<file path="src/verilog/mem_settings.svh">
// Memory subsystem settings

`ifndef MEM_SETTINGS_SVH
`define MEM_SETTINGS_SVH

// Word and ECC granule geometry
`define MEM_DATA_WIDTH    32
`define MEM_GRANULE_WIDTH 16
`define MEM_NUM_GRANULES  2

// Storage depth and address width
`define MEM_NUM_WORDS  256
`define MEM_ADDR_WIDTH 8

`define MEM_TAG_WIDTH 4
`define MEM_NUM_PORTS 2

// Five Hamming check bits and one overall parity bit per granule
`define MEM_PARITY_WIDTH 6
`define MEM_CODE_WIDTH   22

`endif
</file>
<file path="src/verilog/mem_arbiter.sv">
// Round-robin request arbiter

`default_nettype none

`include "mem_settings.svh"

module mem_arbiter (
  input  logic                                            clk_i,
  input  logic                                            reset_i,
  input  logic [`MEM_NUM_PORTS-1:0]                       req_valid_i,
  output logic [`MEM_NUM_PORTS-1:0]                       req_ready_o,
  input  logic [`MEM_NUM_PORTS-1:0]                       req_write_i,
  input  logic [`MEM_NUM_PORTS-1:0][`MEM_ADDR_WIDTH-1:0]   req_addr_i,
  input  logic [`MEM_NUM_PORTS-1:0][`MEM_DATA_WIDTH-1:0]   req_wdata_i,
  input  logic [`MEM_NUM_PORTS-1:0][`MEM_NUM_GRANULES-1:0] req_be_i,
  input  logic [`MEM_NUM_PORTS-1:0][`MEM_TAG_WIDTH-1:0]    req_tag_i,
  output logic [`MEM_NUM_PORTS-1:0]                       rsp_valid_o,
  output logic                                            mem_req_o,
  output logic                                            mem_we_o,
  output logic [`MEM_ADDR_WIDTH-1:0]                      mem_addr_o,
  output logic [`MEM_DATA_WIDTH-1:0]                      mem_wdata_o,
  output logic [`MEM_NUM_GRANULES-1:0]                    mem_be_o,
  output logic [`MEM_TAG_WIDTH-1:0]                       mem_tag_o
);

  localparam int NP    = `MEM_NUM_PORTS;
  localparam int IDX_W = (NP > 1) ? $clog2(NP) : 1;

  logic [IDX_W-1:0] last_q;
  logic             rsp_pending_q;
  logic [IDX_W-1:0] gnt_idx;
  logic             gnt_found;

  // Search starts one past the last winner and wraps around
  always_comb begin : pick
    int unsigned cand;
    gnt_found = 1'b0;
    gnt_idx   = '0;
    for (int unsigned i = 1; i <= NP; i++) begin
      cand = (last_q + i) % NP;
      if (!gnt_found && req_valid_i[cand]) begin
        gnt_found = 1'b1;
        gnt_idx   = cand[IDX_W-1:0];
      end
    end
  end

  always_comb begin
    req_ready_o = '0;
    if (gnt_found) begin
      req_ready_o[gnt_idx] = 1'b1;
    end
  end

  // Winner's fields go straight to the memory in the same cycle
  assign mem_req_o   = gnt_found;
  assign mem_we_o    = req_write_i[gnt_idx];
  assign mem_addr_o  = req_addr_i[gnt_idx];
  assign mem_wdata_o = req_wdata_i[gnt_idx];
  assign mem_be_o    = req_be_i[gnt_idx];
  assign mem_tag_o   = req_tag_i[gnt_idx];

  // The last-granted pointer doubles as the routing index of the pending
  // response, since it always names the port accepted in the previous cycle.
  // Starting at the top index hands port 0 the first grant
  always_ff @(posedge clk_i) begin
    if (reset_i) begin
      last_q        <= IDX_W'(NP - 1);
      rsp_pending_q <= 1'b0;
    end else begin
      rsp_pending_q <= gnt_found;
      if (gnt_found) begin
        last_q <= gnt_idx;
      end
    end
  end

  always_comb begin
    rsp_valid_o = '0;
    if (rsp_pending_q) begin
      rsp_valid_o[last_q] = 1'b1;
    end
  end

endmodule

`default_nettype wire

</file>
<file path="config.mk">
export PLATFORM = sky130hd
export DESIGN_NAME = mem_arbiter
export DESIGN_NICKNAME = d
export VERILOG_FILES = /design/src/verilog/mem_arbiter.sv
export VERILOG_INCLUDE_DIRS = /design/src /design/src/verilog
export SDC_FILE = /design/constraint.sdc
export NUM_CORES = 1
export LEC_CHECK = 0
export BUFFER_PORTS_ARGS = -buffer_cell sky130_fd_sc_hd__buf_2
export CAP_MARGIN = 5
export CORE_ASPECT_RATIO = 0.6
export CORE_UTILIZATION = 25
export CTS_CLUSTER_SIZE = 28
export DETAILED_ROUTE_END_ITERATION = 8
export PLACE_DENSITY = 0.76
export REMOVE_ABC_BUFFERS = 1
export SKIP_CTS_REPAIR_TIMING = 1
export SYNTH_ARGS = -nofsm -noshare
export SYNTH_HDL_FRONTEND = slang
export SYNTH_SLANG_ARGS = --single-unit
</file>
<file path="constraint.sdc">
create_clock -name clk_i -period 1.5 [get_ports clk_i]
set_input_delay 0.225 -clock clk_i [delete_from_list [all_inputs] [get_ports clk_i]]
set_output_delay 0.225 -clock clk_i [all_outputs]
set_load 0.01 [all_outputs]
</file>
==> results.cfg, run 1 <==
[timing]
worst_slack_ps = -177
hold_violations = 0
holdWs_ps = 196
max-slew-margin-rel = 0.870
rsz0062_at_grt = yes
slew_violations = 0
worst_slew_pin_slew_ps = 194
setup-violations-final = 47
fin_skew_ps = 0
period_share = 1.12
fmax_mhz = 596
finalCriticalPeriod_ps = 1680

[critical_path]
path_delay_family = buffers and inverters
reg2reg_depth = 3
end_kind = output pin
ff2ff_setup_slack_ps = 470
critical-path-max-stage-delay_ps = 320
cp_slowest_cell = dfxtp_2
arrival_ps = 1450
critical_path_class = reg2out
worstPathMaxFanout = 8
critPathMostFrequentCell = buf_6
crit_path_cell_trace = a21boi_4 -> buf_6 -> clkbuf_16 -> mux2_4 -> buf_6
required_ps = 1270
path_buf_inv = 3
critPathLaunchType = flop

[routing]
viasPerCell = 4.21
postRouteWirelength_mm = 2.90
wl_per_cell_um = 11.2
route.vias.total = 1094
drc_errors = 0
postRouteAntennaNets = 0
drt_iter0_drc = 17
dr.pass1.iters = 4

[die]
die-area_sq_um = 3320
io_pins = 150
die_h_um = 45.0
die_x_um = 73.7
start_util = 0.265
rows = 15
coreArea_sq_um = 2910

[logic_synthesis]
netlist_instances = 64
synthTopCellsByArea = mux2_2 41%, mux2_4 37%, buf_12 5.2%
synth_cell_types = 14
yosysWarnings = 0
synth_top_area_frac = 0.408
yosys.area.top_type = mux2_2
synth_area_sq_um = 772
avgSynthCellArea_sq_um = 12.1
ys_seq_area_frac = 0.0519
ys_ff_latch = 2

[clock_network]
clock_sinks = 2
cts_tree = yes
cts_max_path_buffers = 2
clkTransAtPathRegs_ps = 30
clkLatencyLatePin_ps = 200
cts_made_buffers = 3
cts_htree_levels = 1
cts_root_buf = clkbuf_8

[finish]
fin_util = 0.629
layout.nets = 318
stdcell_count = 260
antenna_cells = 0
drive_above_1_share = 0.963
area_growth_pct = 137
n_fill_cell = 253
postLayoutCellArea_sq_um = 1830

[worst_hold_path]
min_to = rsp_pending_q$_SDFF_PP0_
hold_class = in2reg
whs_path_depth = 2
worstHoldStart = reset_i

[place]
post-dp-hpwl_mm = 2.26
globalplace.congestion = 0.725
place_area_sq_um = 1550
placed_cells = 254
numPortBuffers = 149

[run]
max-cap-violations = 0

[global_routing]
grtUsageTotal = 0.130
antenna_found_initial = 0
first_global_vias = 843
gr-total-overflow = 0
grt_max_degree = 31
grt_pass1_wl_mm = 3.44

[power_and_ir_drop]
leakage_nw = 1.04
power_density_nw_per_um2 = 490
irDropWorstVdd_v = 0.000359

[run_status]
status = finished with violations
violations = negative setup slack
## per-stage QoR
step | setup TNS (ps) | setup slack [ps] | total power [mW]
after floorplan | -60690 | -1300 | 0.332
after global placement | -152 | -26.0 | 0.571
after detailed placement | -251 | -21.9 | 0.579
after CTS | -7290 | -191 | 0.791
after global routing | -7990 | -208 | 0.950
final | -6360 | -177 | 0.897
## cells by family (layout without fill, tap and decap cells)
| logic type | count (synthesis) | count (layout) | share of synthesized area |
|---|---|---|---|
| mux | 47 | 47 | 0.778 |
| simple gates | 6 | 6 | 0.0454 |
| compound gates | 3 | 3 | 0.0340 |
| buf+inv | 6 | 160 | 0.0908 |
| flops | 2 | 2 | 0.0519 |
## power breakdown
group | internal [mW] | switching, mW | leakage, nW
Clock | 0.169 | 0.0367 | 0.0216
Combinational | 0.406 | 0.224 | 1.00
Sequential | 0.0579 | 0.00239 | 0.0165
## cells in the mapped netlist
cell type	count
a21o_1	1
inv_1	1
nor2b_1	2
mux2_2	28
dfxtp_1	2
buf_6	1
buf_12	2
a21boi_0	1
buf_4	2
and2_1	1
a21boi_2	1
nand2_1	1
or2_2	2
mux2_4	19
## cells in the final DEF (no fill, tap or decap)
master,Yosys,layout
buf_2,0,124
buf_6,1,27
mux2_4,19,25
mux2_2,28,22
clkbuf_8,0,3
or2_2,2,2
nor2b_1,2,2
buf_4,2,2
a21boi_4,0,1
inv_1,1,1
a21boi_0,1,1
and2_1,1,1
nand2_1,1,1
a21o_1,1,1
dfxtp_2,0,1
clkbuf_16,0,1
buf_8,0,1
buf_12,2,1
dfxtp_1,2,1
## metal layers
layer | routed length [um] | vias up | GRT usage
li1 | - | 546 | -
met1 | 1180 | 492 | 0.164
met2 | 1550 | 56 | 0.248
met3 | 169 | 0 | 0.0134
met4 | 0 | 0 | 0.0231
met5 | 0 | - | 0
## worst max path at each step
stage	startpoint	end	slack (ps)	depth (start not counted)
after global routing	flop	mem_wdata_o[20]	-210	4
after global placement	req_valid_i[0]	mem_addr_o[0]	-30	5
after detailed placement	req_valid_i[1]	mem_addr_o[5]	-20	5
after CTS	flop	mem_wdata_o[20]	-190	4
after floorplan	flop	mem_addr_o[0]	-1300	2
final	flop	mem_wdata_o[2]	-180	5
## area by class of cell
class,instances,area [sq um],area share
inverter,1,3.75,0.00205
multi-input combinational,56,692,0.378
sequential,2,41.3,0.0226
timing repair buffer,156,1000,0.546
clock buffer,3,41.3,0.0226
tap,42,52.6,0.0287
No activity file was read; power rests on OpenSTA's default activity.
==> run 2: changes to the inputs <==
--- a/config.mk
+++ b/config.mk
@@ -18,3 +18,4 @@
 export SYNTH_ARGS = -nofsm -noshare
 export SYNTH_HDL_FRONTEND = slang
 export SYNTH_SLANG_ARGS = --single-unit
+export TNS_END_PERCENT = 30
==> results.cfg, run 2 (synthesis gave the netlist of run 1 again) <==
[run_status]
status = finished with violations
violations = negative setup slack

[critical_path]
crit_path_end = mem_addr_o[7]
path_delay_family = buffers and inverters
arrival_ps = 1450
path_buf_inv = 2
critical-path-max-stage-delay_ps = 360
worstPathMaxFanout = 30
crit_path_cell_trace = a21boi_4 -> buf_12 -> mux2_2 -> buf_2
required_ps = 1270
end_kind = output pin
cp_slowest_cell = mux2_2
critical_path_class = reg2out
reg2reg_depth = 3
worst-path-stages = 4
ff2ff_setup_slack_ps = 470
critPathLaunchType = flop

[die]
die_x_um = 73.7
die_h_um = 45.0
coreArea_sq_um = 2910
rows = 15
io_pins = 150
die-area_sq_um = 3320
start_util = 0.265

[routing]
postRouteWirelength_mm = 2.65
wl_per_cell_um = 10.3
viasPerCell = 4.14
drc_errors = 0
route.vias.total = 1064
drt_iter0_drc = 17
dr.pass1.iters = 3
postRouteAntennaNets = 0

[timing]
hold_violations = 0
worst_slack_ps = -172
max-slew-margin-rel = 0.868
period_share = 1.11
setup-violations-final = 47
holdWs_ps = 196
slew_violations = 0
worst_slew_pin_slew_ps = 197
fin_skew_ps = 0
fmax_mhz = 598
finalCriticalPeriod_ps = 1670
rsz0062_at_grt = yes

[finish]
final_common_cell = buf_2
n_fill_cell = 251
antenna_cells = 0
fin_util = 0.591
layout.nets = 315
area_growth_pct = 123
drive_above_1_share = 0.963
seq_area_sq_um = 41.3
layout_common_cells = 130 x buf_2, 28 x mux2_2, 20 x buf_6
multi_input_area_sq_um = 669

[global_routing]
grt_max_degree = 31
grt_pass1_wl_mm = 3.44
first_global_vias = 843
gr-total-overflow = 0
antenna_found_initial = 0
grtUsageTotal = 0.130

[clock_network]
cts_tree = yes
clkLatencyLatePin_ps = 200
cts_htree_levels = 1
cts_root_buf = clkbuf_8
cts_max_path_buffers = 2
clock_sinks = 2
cts_made_buffers = 3
clkTransAtPathRegs_ps = 30

[place]
numPortBuffers = 149
post-dp-hpwl_mm = 2.26
globalplace.congestion = 0.725

[power_and_ir_drop]
leakage_nw = 0.979
power_mw = 0.843
power_density_nw_per_um2 = 490
irDropWorstVdd_v = 0.000368

[worst_hold_path]
hold_class = in2reg

[run]
max-cap-violations = 0
-- run 2: layout make-up --
class | instances | share of cell area
multi-input cells | 56 | 0.389
repair buffers | 153 | 0.530
well taps | 42 | 0.0306
inverters | 1 | 0.00218
flip-flops and latches | 2 | 0.0240
clock buffers | 3 | 0.0240
-- run 2: stage by stage --
stage	TNS [ps]	instances	setup slack, ps	cell area (sq um)
4_1_cts	-7290	257	-191	1600
5_1_grt	-7420	257	-202	1720
3_5_place_dp	-251	254	-21.9	1550
6_report	-5840	257	-172	1720
3_3_place_gp	-152	254	-26.0	1550
2_1_floorplan	-60690	59	-1300	706
-- run 2: metal layers --
metal / vias to the layer above / part of all wire / GRT usage / routed length (um)
met4: 0 / 0 / 0.0231 / 0
met1: 469 / 0.41 / 0.164 / 1090
met2: 56 / 0.52 / 0.248 / 1380
met5: - / 0 / 0 / 0
met3: 0 / 0.064 / 0.0134 / 169
li1: 539 / - / - / -
-- run 2: report_power, final --
| group | leakage, nW | switching, mW | internal, mW |
|---|---|---|---|
| Sequential | 0.0165 | 0.00231 | 0.0579 |
| Clock | 0.0216 | 0.0367 | 0.169 |
| Combinational | 0.941 | 0.210 | 0.366 |
| Total | 0.979 | 0.249 | 0.593 |
-- run 2: worst min-delay path by stage --
| stage | slack, ps | end | cells past startpoint | from |
|---|---|---|---|---|
| after floorplan | 300 | rsp_pending_q$_SDFF_PP0_ | 1 | reset_i |
| final | 200 | rsp_pending_q$_SDFF_PP0_ | 2 | reset_i |
| after global routing | 190 | rsp_pending_q$_SDFF_PP0_ | 2 | reset_i |
| after detailed placement | 410 | rsp_pending_q$_SDFF_PP0_ | 2 | reset_i |
| after CTS | 200 | rsp_pending_q$_SDFF_PP0_ | 2 | reset_i |
| after global placement | 400 | rsp_pending_q$_SDFF_PP0_ | 2 | reset_i |
==> run 3: changes to the inputs <==
--- a/config.mk
+++ b/config.mk
@@ -9,6 +9,7 @@
 export BUFFER_PORTS_ARGS = -buffer_cell sky130_fd_sc_hd__buf_2
 export CAP_MARGIN = 5
 export CORE_ASPECT_RATIO = 0.6
+export CORE_MARGIN = 2
 export CORE_UTILIZATION = 25
 export CTS_CLUSTER_SIZE = 28
 export DETAILED_ROUTE_END_ITERATION = 8
==> results.cfg, run 3 (synthesis gave the netlist of run 1 again) <==
[critical_path]
critPathMostFrequentCell = buf_6
path_delay_family = buffers and inverters
end_kind = output pin
crit_path_cell_trace = a21boi_4 -> buf_6 -> clkbuf_16 -> mux2_4 -> buf_6
path_buf_inv = 3
required_ps = 1270
cp_slowest_cell = dfxtp_2
critical-path-max-stage-delay_ps = 320
arrival_ps = 1460
critical_path_class = reg2out
worstPathMaxFanout = 6
critPathLaunchType = flop

[routing]
viasPerCell = 4.27
postRouteWirelength_mm = 3.25
drt_iter0_drc = 5
postRouteAntennaNets = 0
wl_per_cell_um = 12.3
drc_errors = 0
route.vias.total = 1126
dr.pass1.iters = 3

[timing]
period_share = 1.13
rsz0062_at_grt = yes
fmax_mhz = 592
max-slew-margin-rel = 0.905
finalCriticalPeriod_ps = 1690
worst_slew_pin_slew_ps = 142
setup_tns_ps = -8160
fin_skew_ps = 0
hold_violations = 0
setup-violations-final = 47
slew_violations = 0
worst_slack_ps = -188

[place]
numPortBuffers = 149
globalplace.congestion = 0.726
post-dp-hpwl_mm = 2.45
dp_slack_ps = -24.2
place_area_sq_um = 1570
placed_cells = 254

[die]
die_h_um = 47.0
rows = 15
io_pins = 150
die_x_um = 75.7
coreArea_sq_um = 2910
die-area_sq_um = 3560
start_util = 0.265

[finish]
final_common_cell = buf_2
stdcell_count = 264
area_growth_pct = 152
layout_common_cells = 126 x buf_2, 36 x mux2_4, 24 x buf_6
fin_util = 0.668
seq_area_sq_um = 41.3
multi_input_area_sq_um = 733
n_fill_cell = 227
layout.nets = 322
drive_above_1_share = 0.964
antenna_cells = 0
postLayoutCellArea_sq_um = 1940

[clock_network]
cts_tree = yes
cts_htree_levels = 1
clkLatencyLatePin_ps = 200
cts_made_buffers = 3
cts_root_buf = clkbuf_8
clkTransAtPathRegs_ps = 30
cts_max_path_buffers = 2
clock_sinks = 2

[run_status]
violations = negative setup slack
status = finished with violations

[power_and_ir_drop]
leakage_nw = 1.12
irDropWorstVdd_v = 0.000518
power_density_nw_per_um2 = 490

[worst_hold_path]
hold_class = in2reg

[global_routing]
grt_pass1_wl_mm = 3.61
grt_max_degree = 26
grtUsageTotal = 0.128
gr-total-overflow = 0
first_global_vias = 906
antenna_found_initial = 0

[run]
max-cap-violations = 0
## run 3: final timing paths
check	startpoint	endpoint	slack, ps	cells past startpoint
worst max-delay path	flop	mem_wdata_o[30]	-190	5
worst min-delay path	reset_i	rsp_pending_q$_SDFF_PP0_	200	2
worst max register to register	flop	flop	470	3
worst min register to register	flop	flop	640	3
## run 3: stage by stage
stage | hold slack (ps) | total power, mW
2_1_floorplan | 297 | 0.332
3_3_place_gp | 408 | 0.579
3_5_place_dp | 412 | 0.588
4_1_cts | 198 | 0.804
5_1_grt | 197 | 1.01
6_report | 197 | 0.952
## run 3: layout make-up
cell class | instances | share of cell area
Multi-Input combinational cell | 56 | 0.377
Inverter | 1 | 0.00193
Tap cell | 42 | 0.0270
Sequential cell | 2 | 0.0212
Clock buffer | 3 | 0.0212
Timing Repair Buffer | 160 | 0.551
## run 3: power by group
group          internal, mW  switching (mW)  leakage [nW]  total, mW
Combinational         0.444           0.237          1.08      0.681
Clock                 0.170          0.0409        0.0216      0.211
Sequential           0.0579         0.00283        0.0165     0.0607
Total                 0.671           0.281          1.12      0.952
## run 3: worst reg2reg max path, stage by stage (launching register included)
cell	delay (ps)
dfxtp_2	320
buf_4	140
or2_2	280
a21o_1	170
## run 3: per-layer routing
| layer | GRT usage | up-vias | share of wire |
|---|---|---|---|
| met1 | 0.154 | 511 | 0.42 |
| met4 | 0.0281 | 0 | 0 |
| met3 | 0.0172 | 0 | 0.069 |
| li1 | - | 554 | - |
| met5 | 0 | - | 0 |
| met2 | 0.247 | 61 | 0.52 |
